### src/logic/conv_defs.svh
`ifndef CONV_DEFS_SVH
`define CONV_DEFS_SVH

// Window geometry.
`define KERNEL_SIZE 5
`define KERNEL_TAPS (`KERNEL_SIZE * `KERNEL_SIZE)

// Cluster size and channel depth.
`define NUM_UNITS 4
`define MAX_DEPTH 8
`define WM_DEPTH (`KERNEL_TAPS * `MAX_DEPTH)

// Data widths.
`define PIX_W 8
`define WGT_W 8
`define ACC_W 32

`endif

### src/logic/conv_pkg.sv
`default_nettype none

`include "conv_defs.svh"

package conv_pkg;

	typedef logic signed [`PIX_W-1:0] pixel_t;
	typedef logic signed [`WGT_W-1:0] weight_t;
	typedef logic signed [`ACC_W-1:0] acc_t;

	// Address is channel times tap count plus tap.
	typedef logic [$clog2(`WM_DEPTH)-1:0] wm_addr_t;

	typedef logic [$clog2(`NUM_UNITS)-1:0] unit_idx_t;
	typedef logic [$clog2(`MAX_DEPTH+1)-1:0] depth_t;

	typedef enum logic [1:0] {
		S_IDLE,
		S_FILL,
		S_ISSUE
	} feeder_state_t;

endpackage

`default_nettype wire

### src/logic/window_bus_if.sv
`default_nettype none

`include "conv_defs.svh"

interface window_bus_if ();
	import conv_pkg::*;

	pixel_t window [`KERNEL_TAPS]; // Tap 0 is the oldest pixel.
	logic wm_rd_en;
	wm_addr_t wm_rd_addr;
	logic conv_strobe;
	logic first; // Qualified by conv_strobe.
	logic last;

	modport feeder (
		output window,
		output wm_rd_en,
		output wm_rd_addr,
		output conv_strobe,
		output first,
		output last
	);

	modport unit (
		input window,
		input wm_rd_en,
		input wm_rd_addr,
		input conv_strobe,
		input first,
		input last
	);

endinterface

`default_nettype wire

### src/logic/window_feeder.sv
`default_nettype none

`include "conv_defs.svh"

module window_feeder (
	input logic clk,
	input logic rst,
	input logic pix_valid,
	input conv_pkg::pixel_t pix_data,
	input conv_pkg::depth_t cfg_depth,
	input logic relu_en,
	window_bus_if.feeder win,
	output logic relu_on,
	output logic busy,
	input logic out_done
);
	import conv_pkg::*;

	localparam int TAP_W = $clog2(`KERNEL_TAPS);

	feeder_state_t state;
	logic [TAP_W-1:0] tap;
	depth_t chan;
	depth_t depth_r;
	logic relu_r;
	pixel_t win_sr [`KERNEL_TAPS];
	logic accept;
	logic last_tap;
	logic last_chan;
	logic iss_d1;
	logic first_d1;
	logic last_d1;

	assign accept = pix_valid && (state != S_ISSUE);
	assign last_tap = (tap == TAP_W'(`KERNEL_TAPS - 1));
	assign last_chan = (chan == depth_r - 1'b1);

	// The weight read goes out in the same cycle as the pixel.
	assign win.wm_rd_en = accept;
	assign win.wm_rd_addr = wm_addr_t'(chan) * wm_addr_t'(`KERNEL_TAPS) + wm_addr_t'(tap);

	assign busy = (state != S_IDLE);
	assign relu_on = relu_r;

	always_ff @(posedge clk) begin
		if (rst) begin
			state <= S_IDLE;
			tap <= '0;
			chan <= '0;
			depth_r <= '0;
			relu_r <= 1'b0;
			iss_d1 <= 1'b0;
			win.conv_strobe <= 1'b0;
		end else begin
			iss_d1 <= accept && last_tap;
			win.conv_strobe <= iss_d1; // Weight chain completes one cycle after the pixel.
			unique case (state)
				S_IDLE: if (accept) begin
					depth_r <= cfg_depth;
					relu_r <= relu_en;
					state <= S_FILL;
				end
				S_FILL: if (accept && last_tap && last_chan) state <= S_ISSUE;
				S_ISSUE: if (out_done) state <= S_IDLE;
				default: state <= S_IDLE;
			endcase
			if (accept) begin
				if (last_tap) begin
					tap <= '0;
					chan <= last_chan ? '0 : chan + 1'b1;
				end else begin
					tap <= tap + 1'b1;
				end
			end
		end
	end

	// The snapshot frees the shift register for the next channel.
	always_ff @(posedge clk) begin
		if (accept) begin
			for (int i = 0; i < `KERNEL_TAPS - 1; i++) begin
				win_sr[i] <= win_sr[i+1];
			end
			win_sr[`KERNEL_TAPS-1] <= pix_data;
		end
		first_d1 <= (chan == '0);
		last_d1 <= last_chan;
		win.first <= first_d1;
		win.last <= last_d1;
		if (iss_d1) win.window <= win_sr;
	end

	a_depth_range: assert property (@(posedge clk) disable iff (rst)
		(state == S_IDLE && accept) |-> (cfg_depth != '0 && cfg_depth <= `MAX_DEPTH));

endmodule

`default_nettype wire

### src/flat_wrapper.sv
// flat-port wrapper written by rule: the top's interface ports become plain ports
module window_feeder_flat import conv_pkg::*;
  (clk, rst, pix_valid, pix_data, cfg_depth, relu_en, relu_on, busy, out_done, win_window, win_wm_rd_en, win_wm_rd_addr, win_conv_strobe, win_first, win_last);
  window_bus_if win_i ();
  input logic clk;
  input logic rst;
  input logic pix_valid;
  input conv_pkg::pixel_t pix_data;
  input conv_pkg::depth_t cfg_depth;
  input logic relu_en;
  output logic relu_on;
  output logic busy;
  input logic out_done;
  output wire logic [$bits(win_i.window)-1:0] win_window;
  output wire logic [$bits(win_i.wm_rd_en)-1:0] win_wm_rd_en;
  output wire logic [$bits(win_i.wm_rd_addr)-1:0] win_wm_rd_addr;
  output wire logic [$bits(win_i.conv_strobe)-1:0] win_conv_strobe;
  output wire logic [$bits(win_i.first)-1:0] win_first;
  output wire logic [$bits(win_i.last)-1:0] win_last;
  assign win_window = {>>{win_i.window}};
  assign win_wm_rd_en = win_i.wm_rd_en;
  assign win_wm_rd_addr = win_i.wm_rd_addr;
  assign win_conv_strobe = win_i.conv_strobe;
  assign win_first = win_i.first;
  assign win_last = win_i.last;
  window_feeder u_core (.clk(clk), .rst(rst), .pix_valid(pix_valid), .pix_data(pix_data), .cfg_depth(cfg_depth), .relu_en(relu_en), .win(win_i), .relu_on(relu_on), .busy(busy), .out_done(out_done));
endmodule
### config.mk
export PLATFORM = sky130hd
export DESIGN_NAME = window_feeder_flat
export DESIGN_NICKNAME = d
export VERILOG_FILES = /design/src/logic/conv_pkg.sv /design/src/logic/window_bus_if.sv /design/src/logic/window_feeder.sv /design/src/flat_wrapper.sv
export VERILOG_INCLUDE_DIRS = /design/src /design/src/logic
export SDC_FILE = /design/constraint.sdc
export NUM_CORES = 1
export LEC_CHECK = 0
export BUFFER_PORTS_ARGS = -buffer_cell sky130_fd_sc_hd__buf_2
export CORE_UTILIZATION = 45
export DETAILED_ROUTE_END_ITERATION = 16
export GPL_TIMING_DRIVEN = 0
export HOLD_SLACK_MARGIN = 0.1
export PLACE_DENSITY = 0.66
export SYNTH_ARGS = -nofsm -noshare
export SYNTH_HDL_FRONTEND = slang
export SYNTH_SLANG_ARGS = --single-unit
### constraint.sdc
create_clock -name clk -period 10.6 [get_ports clk]
set_input_delay 1.59 -clock clk [delete_from_list [all_inputs] [get_ports clk]]
set_output_delay 1.59 -clock clk [all_outputs]
set_load 0.02 [all_outputs]
==> results of run 1 <==
state kept, by name, indices dropped and copies added, names as in the netlist, 2 cells and up:
signal	flops
u_core.depth_r	4
u_core.state	2
u_core.win.window	200
u_core.tap	5
u_core.chan	4
u_core.win_sr	200
where the power goes:
| group | internal, W | switching [W] |
|---|---|---|
| clock network | 0.000833 | 0.000574 |
| logic | 0.0000106 | 0.0000265 |
| registers | 0.00188 | 0.0000213 |
| total | 0.00272 | 0.000622 |
final timing paths:
| path | startpoint | end | slack [ns] | cells after the start |
|---|---|---|---|---|
| min reg2reg | u_core.first_d1 | u_core.win.first | 0.33 | 0 |
| max | u_core.chan[0] | win_wm_rd_addr[6] | 5.60 | 8 |
| min | u_core.first_d1 | u_core.win.first | 0.33 | 0 |
| max reg2reg | u_core.state[0] | u_core.win_sr[163] | 8.20 | 4 |
final cells by class:
type / instances / area share
Buffer: 3 / 0.00114
Sequential cell: 422 / 0.755
Clock buffer: 53 / 0.0713
Tap cell: 384 / 0.0291
Timing Repair Buffer: 234 / 0.0764
Multi-Input combinational cell: 108 / 0.0544
Inverter: 13 / 0.00341
Clock inverter: 21 / 0.00955
critical path, stage by stage, from the launching register on:
cell and delay, ns:
dfxtp_1 0.53, inv_1 0.13, ha_1 0.36, fa_1 0.47, ha_1 0.33, inv_1 0.07, or4b_2 0.67, o2111ai_1 0.12
buf_2 0.20
logic make-up (layout without fill, tap and decap cells):
logic type / Yosys count / in the layout / synth area share
muxes: 6 / 6 / 0.00448
adders and majority gates: 23 / 23 / 0.0226
AOI/OAI and AO/OA: 20 / 20 / 0.00951
DFF: 422 / 422 / 0.928
buffers and inverters: 16 / 324 / 0.00504
xor gates and xnor gates: 13 / 13 / 0.00951
and+or+nand+nor: 46 / 46 / 0.0209
metrics by stage:
stage               cells  setup slack, ns
CTS                  1238             5.56
detailed placement   1164             6.13
global route         1238             5.45
global placement     1160            0.520
floorplan             546             3.29
finish               1238             5.60
cells in the mapped netlist, drive strengths merged (2+ instances only):
| cell type | n | share of area |
|---|---|---|
| ha | 21 | 0.020 |
| a31oi | 2 | 0.00093 |
| nand2 | 2 | 0.00056 |
| nor4 | 3 | 0.0019 |
| o21ai | 4 | 0.0015 |
| nand3 | 4 | 0.0019 |
| xor2 | 7 | 0.0046 |
| mux2i | 6 | 0.0045 |
| nor3 | 13 | 0.0057 |
| and2 | 3 | 0.0014 |
| xnor2 | 5 | 0.0033 |
| nor3b | 2 | 0.0015 |
| a21oi | 6 | 0.0022 |
| fa | 2 | 0.0030 |
| edfxtp | 400 | 0.90 |
| inv | 13 | 0.0036 |
| nor2 | 10 | 0.0028 |
| dfxtp | 22 | 0.033 |
| clkbuf | 2 | 0.00056 |
per-layer routing:
layer  vias to the layer above  wire length (um)  share of wire  track usage
met1                      2890              9330           0.44        0.185
li1                       2722                 -              -            -
met3                        44              2270           0.11       0.0614
met5                         -                 0              0            0
met4                         0               431          0.020       0.0457
met2                       231              9230           0.43        0.204
==> flow_summary_export.csv, run 1 <==
group,metric,value,unit
run_status,status,"complete, no violations",
floorplan,core_area,29000,um2
grt,grt_pass1_vias,5933,
critical_path,cp.required,9.01,ns
placed_design,io_buffers,230,
cts,cts-buffers-inserted,42,
cts,clock_path_buffers,3,
cts,clkTransAtPathRegs,0.06,ns
grt,grt_max_degree,117,
power_and_ir_drop,peakVddDrop,0.132,mV
route,drtIter0Drc,433,
synth,netlist_instances,546,
power_and_ir_drop,fin_total_pwr,0.00334,W
power_and_ir_drop,power_density,202,nW/um2
route,drt_wl_total,21.3,mm
timing,fmax,200,MHz
cells_and_area,fillers,2192,
timing,worst_slew_pin_slew,0.646,ns
timing,hold_ws,0.334,ns
synth,ys_seq_area_frac,0.928,
cells_and_area,seqCellArea,12500,um2
route,via_per_inst,4.76,
grt,overflow,0,
cts,ctsResizeCount,0,
cts,cts.sinks,422,
floorplan,rows,62,
cells_and_area,final_nets,864,
timing,rsz0062_at_grt,"false",
synth,synthDistinctLibCells,42,
critical_path,crit_type,"flop to output pin",
synth,synth_fp_nets,586,
timing,finalHoldViolCount,0,
cells_and_area,multiInputGateArea,898,um2
cts,htree_levels,2,
route,ant_nets,0,
cts,cts_hold_buf,0,
grt,gr-usage-all-layers,0.139,
power_and_ir_drop,power.leakage,6.03,nW
timing,fin_setup_tns,0,ns
synth,avgSynthCellArea,24.6,um2
route,drc_errors,0,
critical_path,cp-start-kind,"flop",
route,dr.pass1.iters,6,
timing,clock_skew,0.0174,ns
critical_path,critPathCaptureType,"output pin",
critical_path,critPathMaxFanout,8,
timing,slew_headroom,0.569,
grt,antenna_found_initial,0,
floorplan,die_w,175,um
synth,ys_seq_elements,422,
cells_and_area,area_growth,23.0,%
synth,syn_area,13400,um2
cells_and_area,diodes,0,
synth,yosysWarnings,0,
timing,slew_violations,0,
timing,setup_viol_count_final,0,
route,wl_per_cell,17.2,um
cts,root_buffer,"clkbuf_16",
critical_path,arrival,3.41,ns
synth,async_reset_ff_frac,0,
floorplan,chipHeight,175,um
floorplan,io_pins,231,
cells_and_area,utilization,0.569,
synth,ys.flop_type,"edfxtp_1",
cts,cts_tree,"yes",
placed_design,dp_hpwl,13.1,mm
timing,period_minus_slack,5.00,ns
placed_design,routabilityCongestion,0.741,
timing,post-route-period-util,0.472,
cells_and_area,design_area,16500,um2
cells_and_area,drive_gt1_frac,0.359,
route,route.vias.total,5887,
run,cap_violations,0,
hold_path,hp-class,"flop to flop",
floorplan,die-area,30500,um2
cts,cts_setup_buffers,0,
floorplan,initial_core_util,0.462,
cells_and_area,layout_common_cells,"edfxtp_1, buf_2, clkbuf_16",
synth,synth_edf_count,400,
cells_and_area,final_common_cell,"edfxtp_1",
placed_design,place_area,15200,um2
grt,grt_pass1_wl,32.8,mm
cts,clkLatencyLatePin,0.52,ns
Power figures use the tool's default switching activity.
==> run 2, diff against run 1 <==
--- a/config.mk
+++ b/config.mk
@@ -6,6 +6,7 @@
 export SDC_FILE = /design/constraint.sdc
 export NUM_CORES = 1
 export LEC_CHECK = 0
+export ABC_AREA = 1
 export BUFFER_PORTS_ARGS = -buffer_cell sky130_fd_sc_hd__buf_2
 export CORE_UTILIZATION = 45
 export DETAILED_ROUTE_END_ITERATION = 16
==> constraint.sdc (replaced) <==
create_clock -name clk -period 4.98 [get_ports clk]
set_input_delay 0.747 -clock clk [delete_from_list [all_inputs] [get_ports clk]]
set_output_delay 0.747 -clock clk [all_outputs]
set_load 0.02 [all_outputs]
==> flow_summary_export.csv, run 2 <==
group,metric,value,unit
cells_and_area,drive_gt1_frac,0.348,
cts,htree_levels,2,
cts,cts-buffers-inserted,42,
critical_path,cp_slowest_cell,"dfxtp_1",
cells_and_area,final_nets,906,
cells_and_area,area_growth,24.1,%
placed_design,routabilityCongestion,0.770,
power_and_ir_drop,internal_power,0.00592,W
floorplan,initial_core_util,0.462,
synth,synthTopCellsByCount,"edfxtp_1, nand2_1, inv_1",
cells_and_area,fillers,2191,
critical_path,cp.required,4.23,ns
critical_path,r2r_end,"u_core.win.window[114]",
timing,rsz0062_at_grt,"false",
cts,clock_path_buffers,3,
critical_path,path_cells,"inv_1 -> ha_1 -> fa_1 -> ha_1 -> nand3_1 -> nand3_1 -> nand2_1 -> nand2_1 -> a21oi_1 -> inv_1 -> nand2_1 -> nand2_1 -> buf_2",
run,cap_violations,0,
cts,cts_tree,"yes",
timing,worst_slew_pin_slew,0.939,ns
grt,grt_pass1_vias,5990,
critical_path,rr_startpoint,"u_core.iss_d1",
cells_and_area,diodes,0,
floorplan,core_area,29000,um2
floorplan,die_w,175,um
synth,ys_seq_area_frac,0.929,
synth,avgSynthCellArea,23.0,um2
power_and_ir_drop,power.leakage,6.23,nW
cts,ctsResizeCount,0,
timing,clock_skew,0.0170,ns
route,dr.pass1.iters,4,
hold_path,holdPathStages,0,
critical_path,crit_type,"flop to output pin",
placed_design,io_buffers,230,
power_and_ir_drop,combPwrFrac,0.020,
critical_path,critPathMaxStageDelay,0.53,ns
timing,fin_setup_tns,0,ns
synth,synth_most_common_cell,"edfxtp_1",
cells_and_area,layout_common_cells,"edfxtp_1, buf_2, clkbuf_16",
timing,fmax,255,MHz
grt,gr-usage-all-layers,0.137,
synth,yosysTopAreaCellShare,0.896,
cells_and_area,top_regs,"u_core.win.window: 200 flops, u_core.win_sr: 200 flops, u_core.tap: 5 flops",
critical_path,critPathMaxFanout,8,
synth,synth.top_cells.by_area,"edfxtp_1, dfxtp_1, ha_1",
synth,syn_area,13400,um2
synth,synth_edf_count,400,
floorplan,io_pins,231,
cts,clkTransAtPathRegs,0.06,ns
route,wl_per_cell,16.5,um
hold_path,min_from,"u_core.first_d1",
power_and_ir_drop,power_frac_clock,0.414,
floorplan,die-area,30500,um2
route,drt_wl_total,21.1,mm
route,drc_errors,0,
placed_design,dp_hpwl,13.5,mm
grt,grt_max_degree,71,
hold_path,hp-class,"flop to flop",
placed_design,place_area,15300,um2
timing,period_minus_slack,3.92,ns
timing,post-route-period-util,0.786,
route,drtIter0Drc,400,
synth,synthDistinctLibCells,28,
synth,synth_fp_nets,622,
grt,antenna_found_initial,0,
timing,slew_violations,0,
route,ant_nets,0,
cts,clkLatencyLatePin,0.52,ns
floorplan,rows,62,
timing,slew_headroom,0.374,
power_and_ir_drop,power_density,439,nW/um2
cts,cts.sinks,422,
critical_path,cp-start-kind,"flop",
synth,ys.flop_type,"edfxtp_1",
critical_path,path_common_cell,"nand2_1",
floorplan,chipHeight,175,um
power_and_ir_drop,peakVddDrop,0.343,mV
grt,overflow,0,
synth,yosysWarnings,0,
cts,cts_setup_buffers,0,
cts,root_buffer,"clkbuf_16",
critical_path,critPathCaptureType,"output pin",
power_and_ir_drop,swShare,0.190,
timing,finalHoldViolCount,0,
cts,cts_hold_buf,0,
synth,async_reset_ff_frac,0,
cells_and_area,design_area,16600,um2
cells_and_area,final_common_cell,"edfxtp_1",
route,route.vias.total,6008,
synth,ys_seq_elements,422,
critical_path,arrival,3.17,ns
timing,hold_ws,0.327,ns
run_status,status,"complete, no violations",
timing,setup_viol_count_final,0,
critical_path,reg2reg_slack,2.88,ns
grt,grt_pass1_wl,32.3,mm
critical_path,r2r_cells,2,
route,via_per_inst,4.69,
power_and_ir_drop,net-switching-power,0.00139,W
synth,netlist_instances,582,
hold_path,hold-path-endpoint,"u_core.win.first",
power_and_ir_drop,p_seq_frac,0.566,
synth,yosysTopAreaCell,"edfxtp_1",
run 2: cell types whose count changed in the layout (fill, tap and decap cells not counted), sizes merged, moves of 4 or more:
cell   delta
nor3     -10
inv      +16
nand2    +39
mux2i     -6
nand3    +10
buf       +5
a21oi     +5
xnor2     -4
nor2      +8
o21ai     +4
run 2: metal layers:
metal,track usage,up-vias,share of wire
met5,0,-,0
met4,0.0424,0,0.021
met3,0.0603,38,0.11
met2,0.209,226,0.45
met1,0.177,2932,0.42
li1,-,2812,-
run 2: logic make-up after synthesis:
logic type | count (synthesis) | synth area share
AND/OR/NAND/NOR | 81 | 0.0276
flip-flops | 422 | 0.929
adder cells (fa/ha/maj) | 23 | 0.0226
XOR/XNOR | 5 | 0.00327
AO/OA/AOI/OAI | 20 | 0.00914
buffers and inverters | 31 | 0.00886
run 2: worst max-delay path by stage:
stage	cells past startpoint	to	slack [ns]	startpoint
6_report	13	win_wm_rd_addr[7]	1.06	u_core.chan[0]
5_1_grt	13	win_wm_rd_addr[7]	0.86	u_core.chan[0]
4_1_cts	13	win_wm_rd_addr[7]	1.04	u_core.chan[0]
3_5_place_dp	13	win_wm_rd_addr[7]	1.60	u_core.chan[0]
3_3_place_gp	4	win_wm_rd_en	-2.18	pix_valid
2_1_floorplan	6	u_core.tap[4]	0.11	pix_valid
run 2: layout make-up:
type / count / area, um2 / share of cell area
sequential: 422 / 12500 / 0.748
timing repair buffer: 240 / 1390 / 0.0835
clock buffer: 53 / 1160 / 0.0695
multi-input combinational: 129 / 847 / 0.0509
tap: 384 / 480 / 0.0289
clock inverter: 22 / 194 / 0.0117
inverter: 30 / 115 / 0.00692
buffer: 1 / 3.75 / 0.000226
run 2: worst max-delay path: cells and delay by family (launching register included):
| family | cells | cell delay, ns |
|---|---|---|
| flops | 1 | 0.53 |
| fa+ha+maj | 3 | 1.19 |
| simple gates | 6 | 0.41 |
| buf+inv | 3 | 0.36 |
| compound gates | 1 | 0.16 |
run 2: per-stage QoR:
stage                     worst slack [ns]  utilization  total power (W)  std cells
after CTS                             1.04        0.574          0.00740       1281
after floorplan                      0.112            -          0.00428        582
after global placement               -2.18        0.519          0.00434       1196
after detailed placement              1.60        0.527          0.00437       1206
final                                 1.06        0.574          0.00731       1281
after global routing                 0.855        0.574          0.00754       1281
run 2: power groups by stage:
stage               Clock [W]  Sequential, W  Combinational, W
floorplan                   0        0.00420         0.0000821
global placement            0        0.00422          0.000118
detailed placement          0        0.00421          0.000151
CTS                   0.00311        0.00414          0.000150
global route          0.00323        0.00416          0.000161
finish                0.00302        0.00414          0.000146
==> run 3, diff against run 2 <==
--- a/config.mk
+++ b/config.mk
@@ -12,7 +12,7 @@
 export DETAILED_ROUTE_END_ITERATION = 16
 export GPL_TIMING_DRIVEN = 0
 export HOLD_SLACK_MARGIN = 0.1
-export PLACE_DENSITY = 0.66
+export PLACE_DENSITY = 0.69
 export SYNTH_ARGS = -nofsm -noshare
 export SYNTH_HDL_FRONTEND = slang
 export SYNTH_SLANG_ARGS = --single-unit
==> constraint.sdc (replaced) <==
create_clock -name clk -period 3.5 [get_ports clk]
set_input_delay 0.525 -clock clk [delete_from_list [all_inputs] [get_ports clk]]
set_output_delay 0.525 -clock clk [all_outputs]
set_load 0.02 [all_outputs]
==> flow_summary_export.csv, run 3 (synthesis gave the netlist of run 2 again) <==
group,metric,value,unit
run_status,status,"complete, no violations",
critical_path,cp-start-kind,"flop",
placed_design,routabilityCongestion,0.743,
placed_design,placed_cells,1207,
grt,overflow,0,
critical_path,cp.required,2.97,ns
run,cap_violations,0,
power_and_ir_drop,power_frac_clock,0.414,
critical_path,arrival,2.77,ns
critical_path,timing.critical_path.buf_inv,3,
timing,post-route-period-util,0.943,
cts,cts_tree,"yes",
cells_and_area,diodes,0,
route,drtIter0Drc,392,
critical_path,critPathMaxStageDelay,0.54,ns
power_and_ir_drop,internal_power,0.00838,W
cts,cts.sinks,422,
cts,clock_path_buffers,3,
power_and_ir_drop,combPwrFrac,0.020,
critical_path,critical-path-top-delay-family,"adder cells",
critical_path,path_cells,"inv_1 -> ha_1 -> fa_1 -> ha_4 -> nand3_1 -> nand3_1 -> nand2_1 -> nand2_1 -> a21oi_2 -> inv_1 -> nand2_1 -> nand2_1 -> buf_2",
critical_path,critPathMaxFanout,4,
cells_and_area,layout_common_cells,"edfxtp_1, buf_2, clkbuf_16",
floorplan,io_pins,231,
timing,setup_viol_count_final,0,
power_and_ir_drop,peakVddDrop,0.405,mV
route,wl_per_cell,16.8,um
cts,clkLatencyLatePin,0.53,ns
power_and_ir_drop,power.leakage,6.24,nW
cells_and_area,final_common_cell,"edfxtp_1",
cells_and_area,fillers,2175,
cts,cts-buffers-inserted,43,
power_and_ir_drop,power_density,623,nW/um2
power_and_ir_drop,swShare,0.195,
floorplan,rows,62,
route,dr.pass1.iters,4,
cts,clkTransAtPathRegs,0.06,ns
grt,antenna_found_initial,0,
grt,gr-usage-all-layers,0.139,
cts,root_buffer,"clkbuf_16",
cells_and_area,drive_gt1_frac,0.355,
timing,rsz0062_at_grt,"false",
cells_and_area,area_growth,24.6,%
route,drt_wl_total,21.5,mm
floorplan,initial_core_util,0.462,
critical_path,cp_slowest_cell,"fa_1",
grt,grt_pass1_wl,32.6,mm
hold_path,hp-class,"input port to flop",
cts,htree_levels,2,
route,route.vias.total,6030,
placed_design,io_buffers,230,
route,ant_nets,0,
floorplan,die_w,175,um
timing,fmax,303,MHz
grt,grt_max_degree,69,
cells_and_area,fin_cells,1283,
grt,grt_pass1_vias,6053,
timing,period_minus_slack,3.30,ns
cells_and_area,final_nets,909,
route,via_per_inst,4.70,
timing,hold_ws,0.175,ns
timing,clock_skew,0.0139,ns
timing,worst_slew_pin_slew,0.864,ns
cells_and_area,seqCellArea,12500,um2
placed_design,dp_hpwl,13.4,mm
critical_path,path_common_cell,"nand2_1",
floorplan,die-area,30500,um2
timing,slew_violations,0,
critical_path,crit_type,"flop to output pin",
power_and_ir_drop,net-switching-power,0.00203,W
cts,cts_hold_buf,0,
floorplan,chipHeight,175,um
cells_and_area,multiInputGateArea,863,um2
power_and_ir_drop,p_seq_frac,0.566,
floorplan,core_area,29000,um2
cells_and_area,utilization,0.576,
critical_path,critPathCaptureType,"output pin",
route,drc_errors,0,
cells_and_area,top_regs,"u_core.win.window: 200 flops, u_core.win_sr: 200 flops, u_core.tap: 5 flops",
timing,slew_headroom,0.423,
timing,finalHoldViolCount,0,
-- run 3: changes by cell type in the layout (fill, tap and decap cells not counted), sizes merged --
cell	before	now
clkbuf	54	55
inv	30	35
buf	240	242
clkinv	18	12
-- run 3: area by class of cell --
class | instances | share of cell area
multi-input cells | 129 | 0.0517
clock buffers | 54 | 0.0675
flip-flops and latches | 422 | 0.746
clock inverters | 21 | 0.0124
plain buffers | 1 | 0.000225
repair buffers | 242 | 0.0857
well taps | 384 | 0.0288
inverters | 30 | 0.00764
-- run 3: metrics by stage --
| step | instance area, um2 | setup slack (ns) | TNS, ns | power, W |
|---|---|---|---|---|
| finish | 16700 | 0.201 | 0 | 0.0104 |
| global route | 16700 | 0.00952 | 0 | 0.0108 |
| CTS | 16700 | 0.0282 | 0 | 0.0105 |
| detailed placement | 15300 | 0.339 | 0 | 0.00621 |
| global placement | 15100 | -3.22 | -665.72 | 0.00618 |
| floorplan | 13400 | -1.11 | -178.54 | 0.00609 |
-- run 3: power by group through the flow --
stage               clock (W)  sequential [W]  combinational (W)
floorplan                   0         0.00598           0.000117
global placement            0         0.00601           0.000169
detailed placement          0         0.00600           0.000216
CTS                   0.00443         0.00589           0.000216
global route          0.00461         0.00591           0.000235
finish                0.00431         0.00589           0.000212
-- run 3: worst register-to-register path: cells and delay by family (launching register included) --
family	cells	cell delay [ns]
buf+inv	5	0.95
compound gates	1	0.70
flops	1	0.43
-- run 3: per-layer routing --
layer  track usage  share of wire  up-vias
li1              -              -     2810
met1         0.180           0.43     2962
met4        0.0399          0.021        0
met5             0              0        -
met3        0.0561          0.095       40
met2         0.216           0.45      218
-- run 3: path summary, 6_finish.rpt --
check,cells after the start,from,to,slack [ns]
worst min register to register,0,u_core.first_d1,u_core.win.first,0.33
worst max-delay path,13,u_core.chan[0],win_wm_rd_addr[7],0.20
worst max register to register,6,u_core.state[0],u_core.win_sr[197],1.13
worst min-delay path,1,pix_data[4],u_core.win_sr[4],0.18
-- run 3: what timing repair did --
action	4_1_cts	5_1_grt
buffers inserted	0	1
resized for setup	4	2
endpoints found under the setup margin	1	1
pin swaps	0	1
hold endpoints to repair	0	0
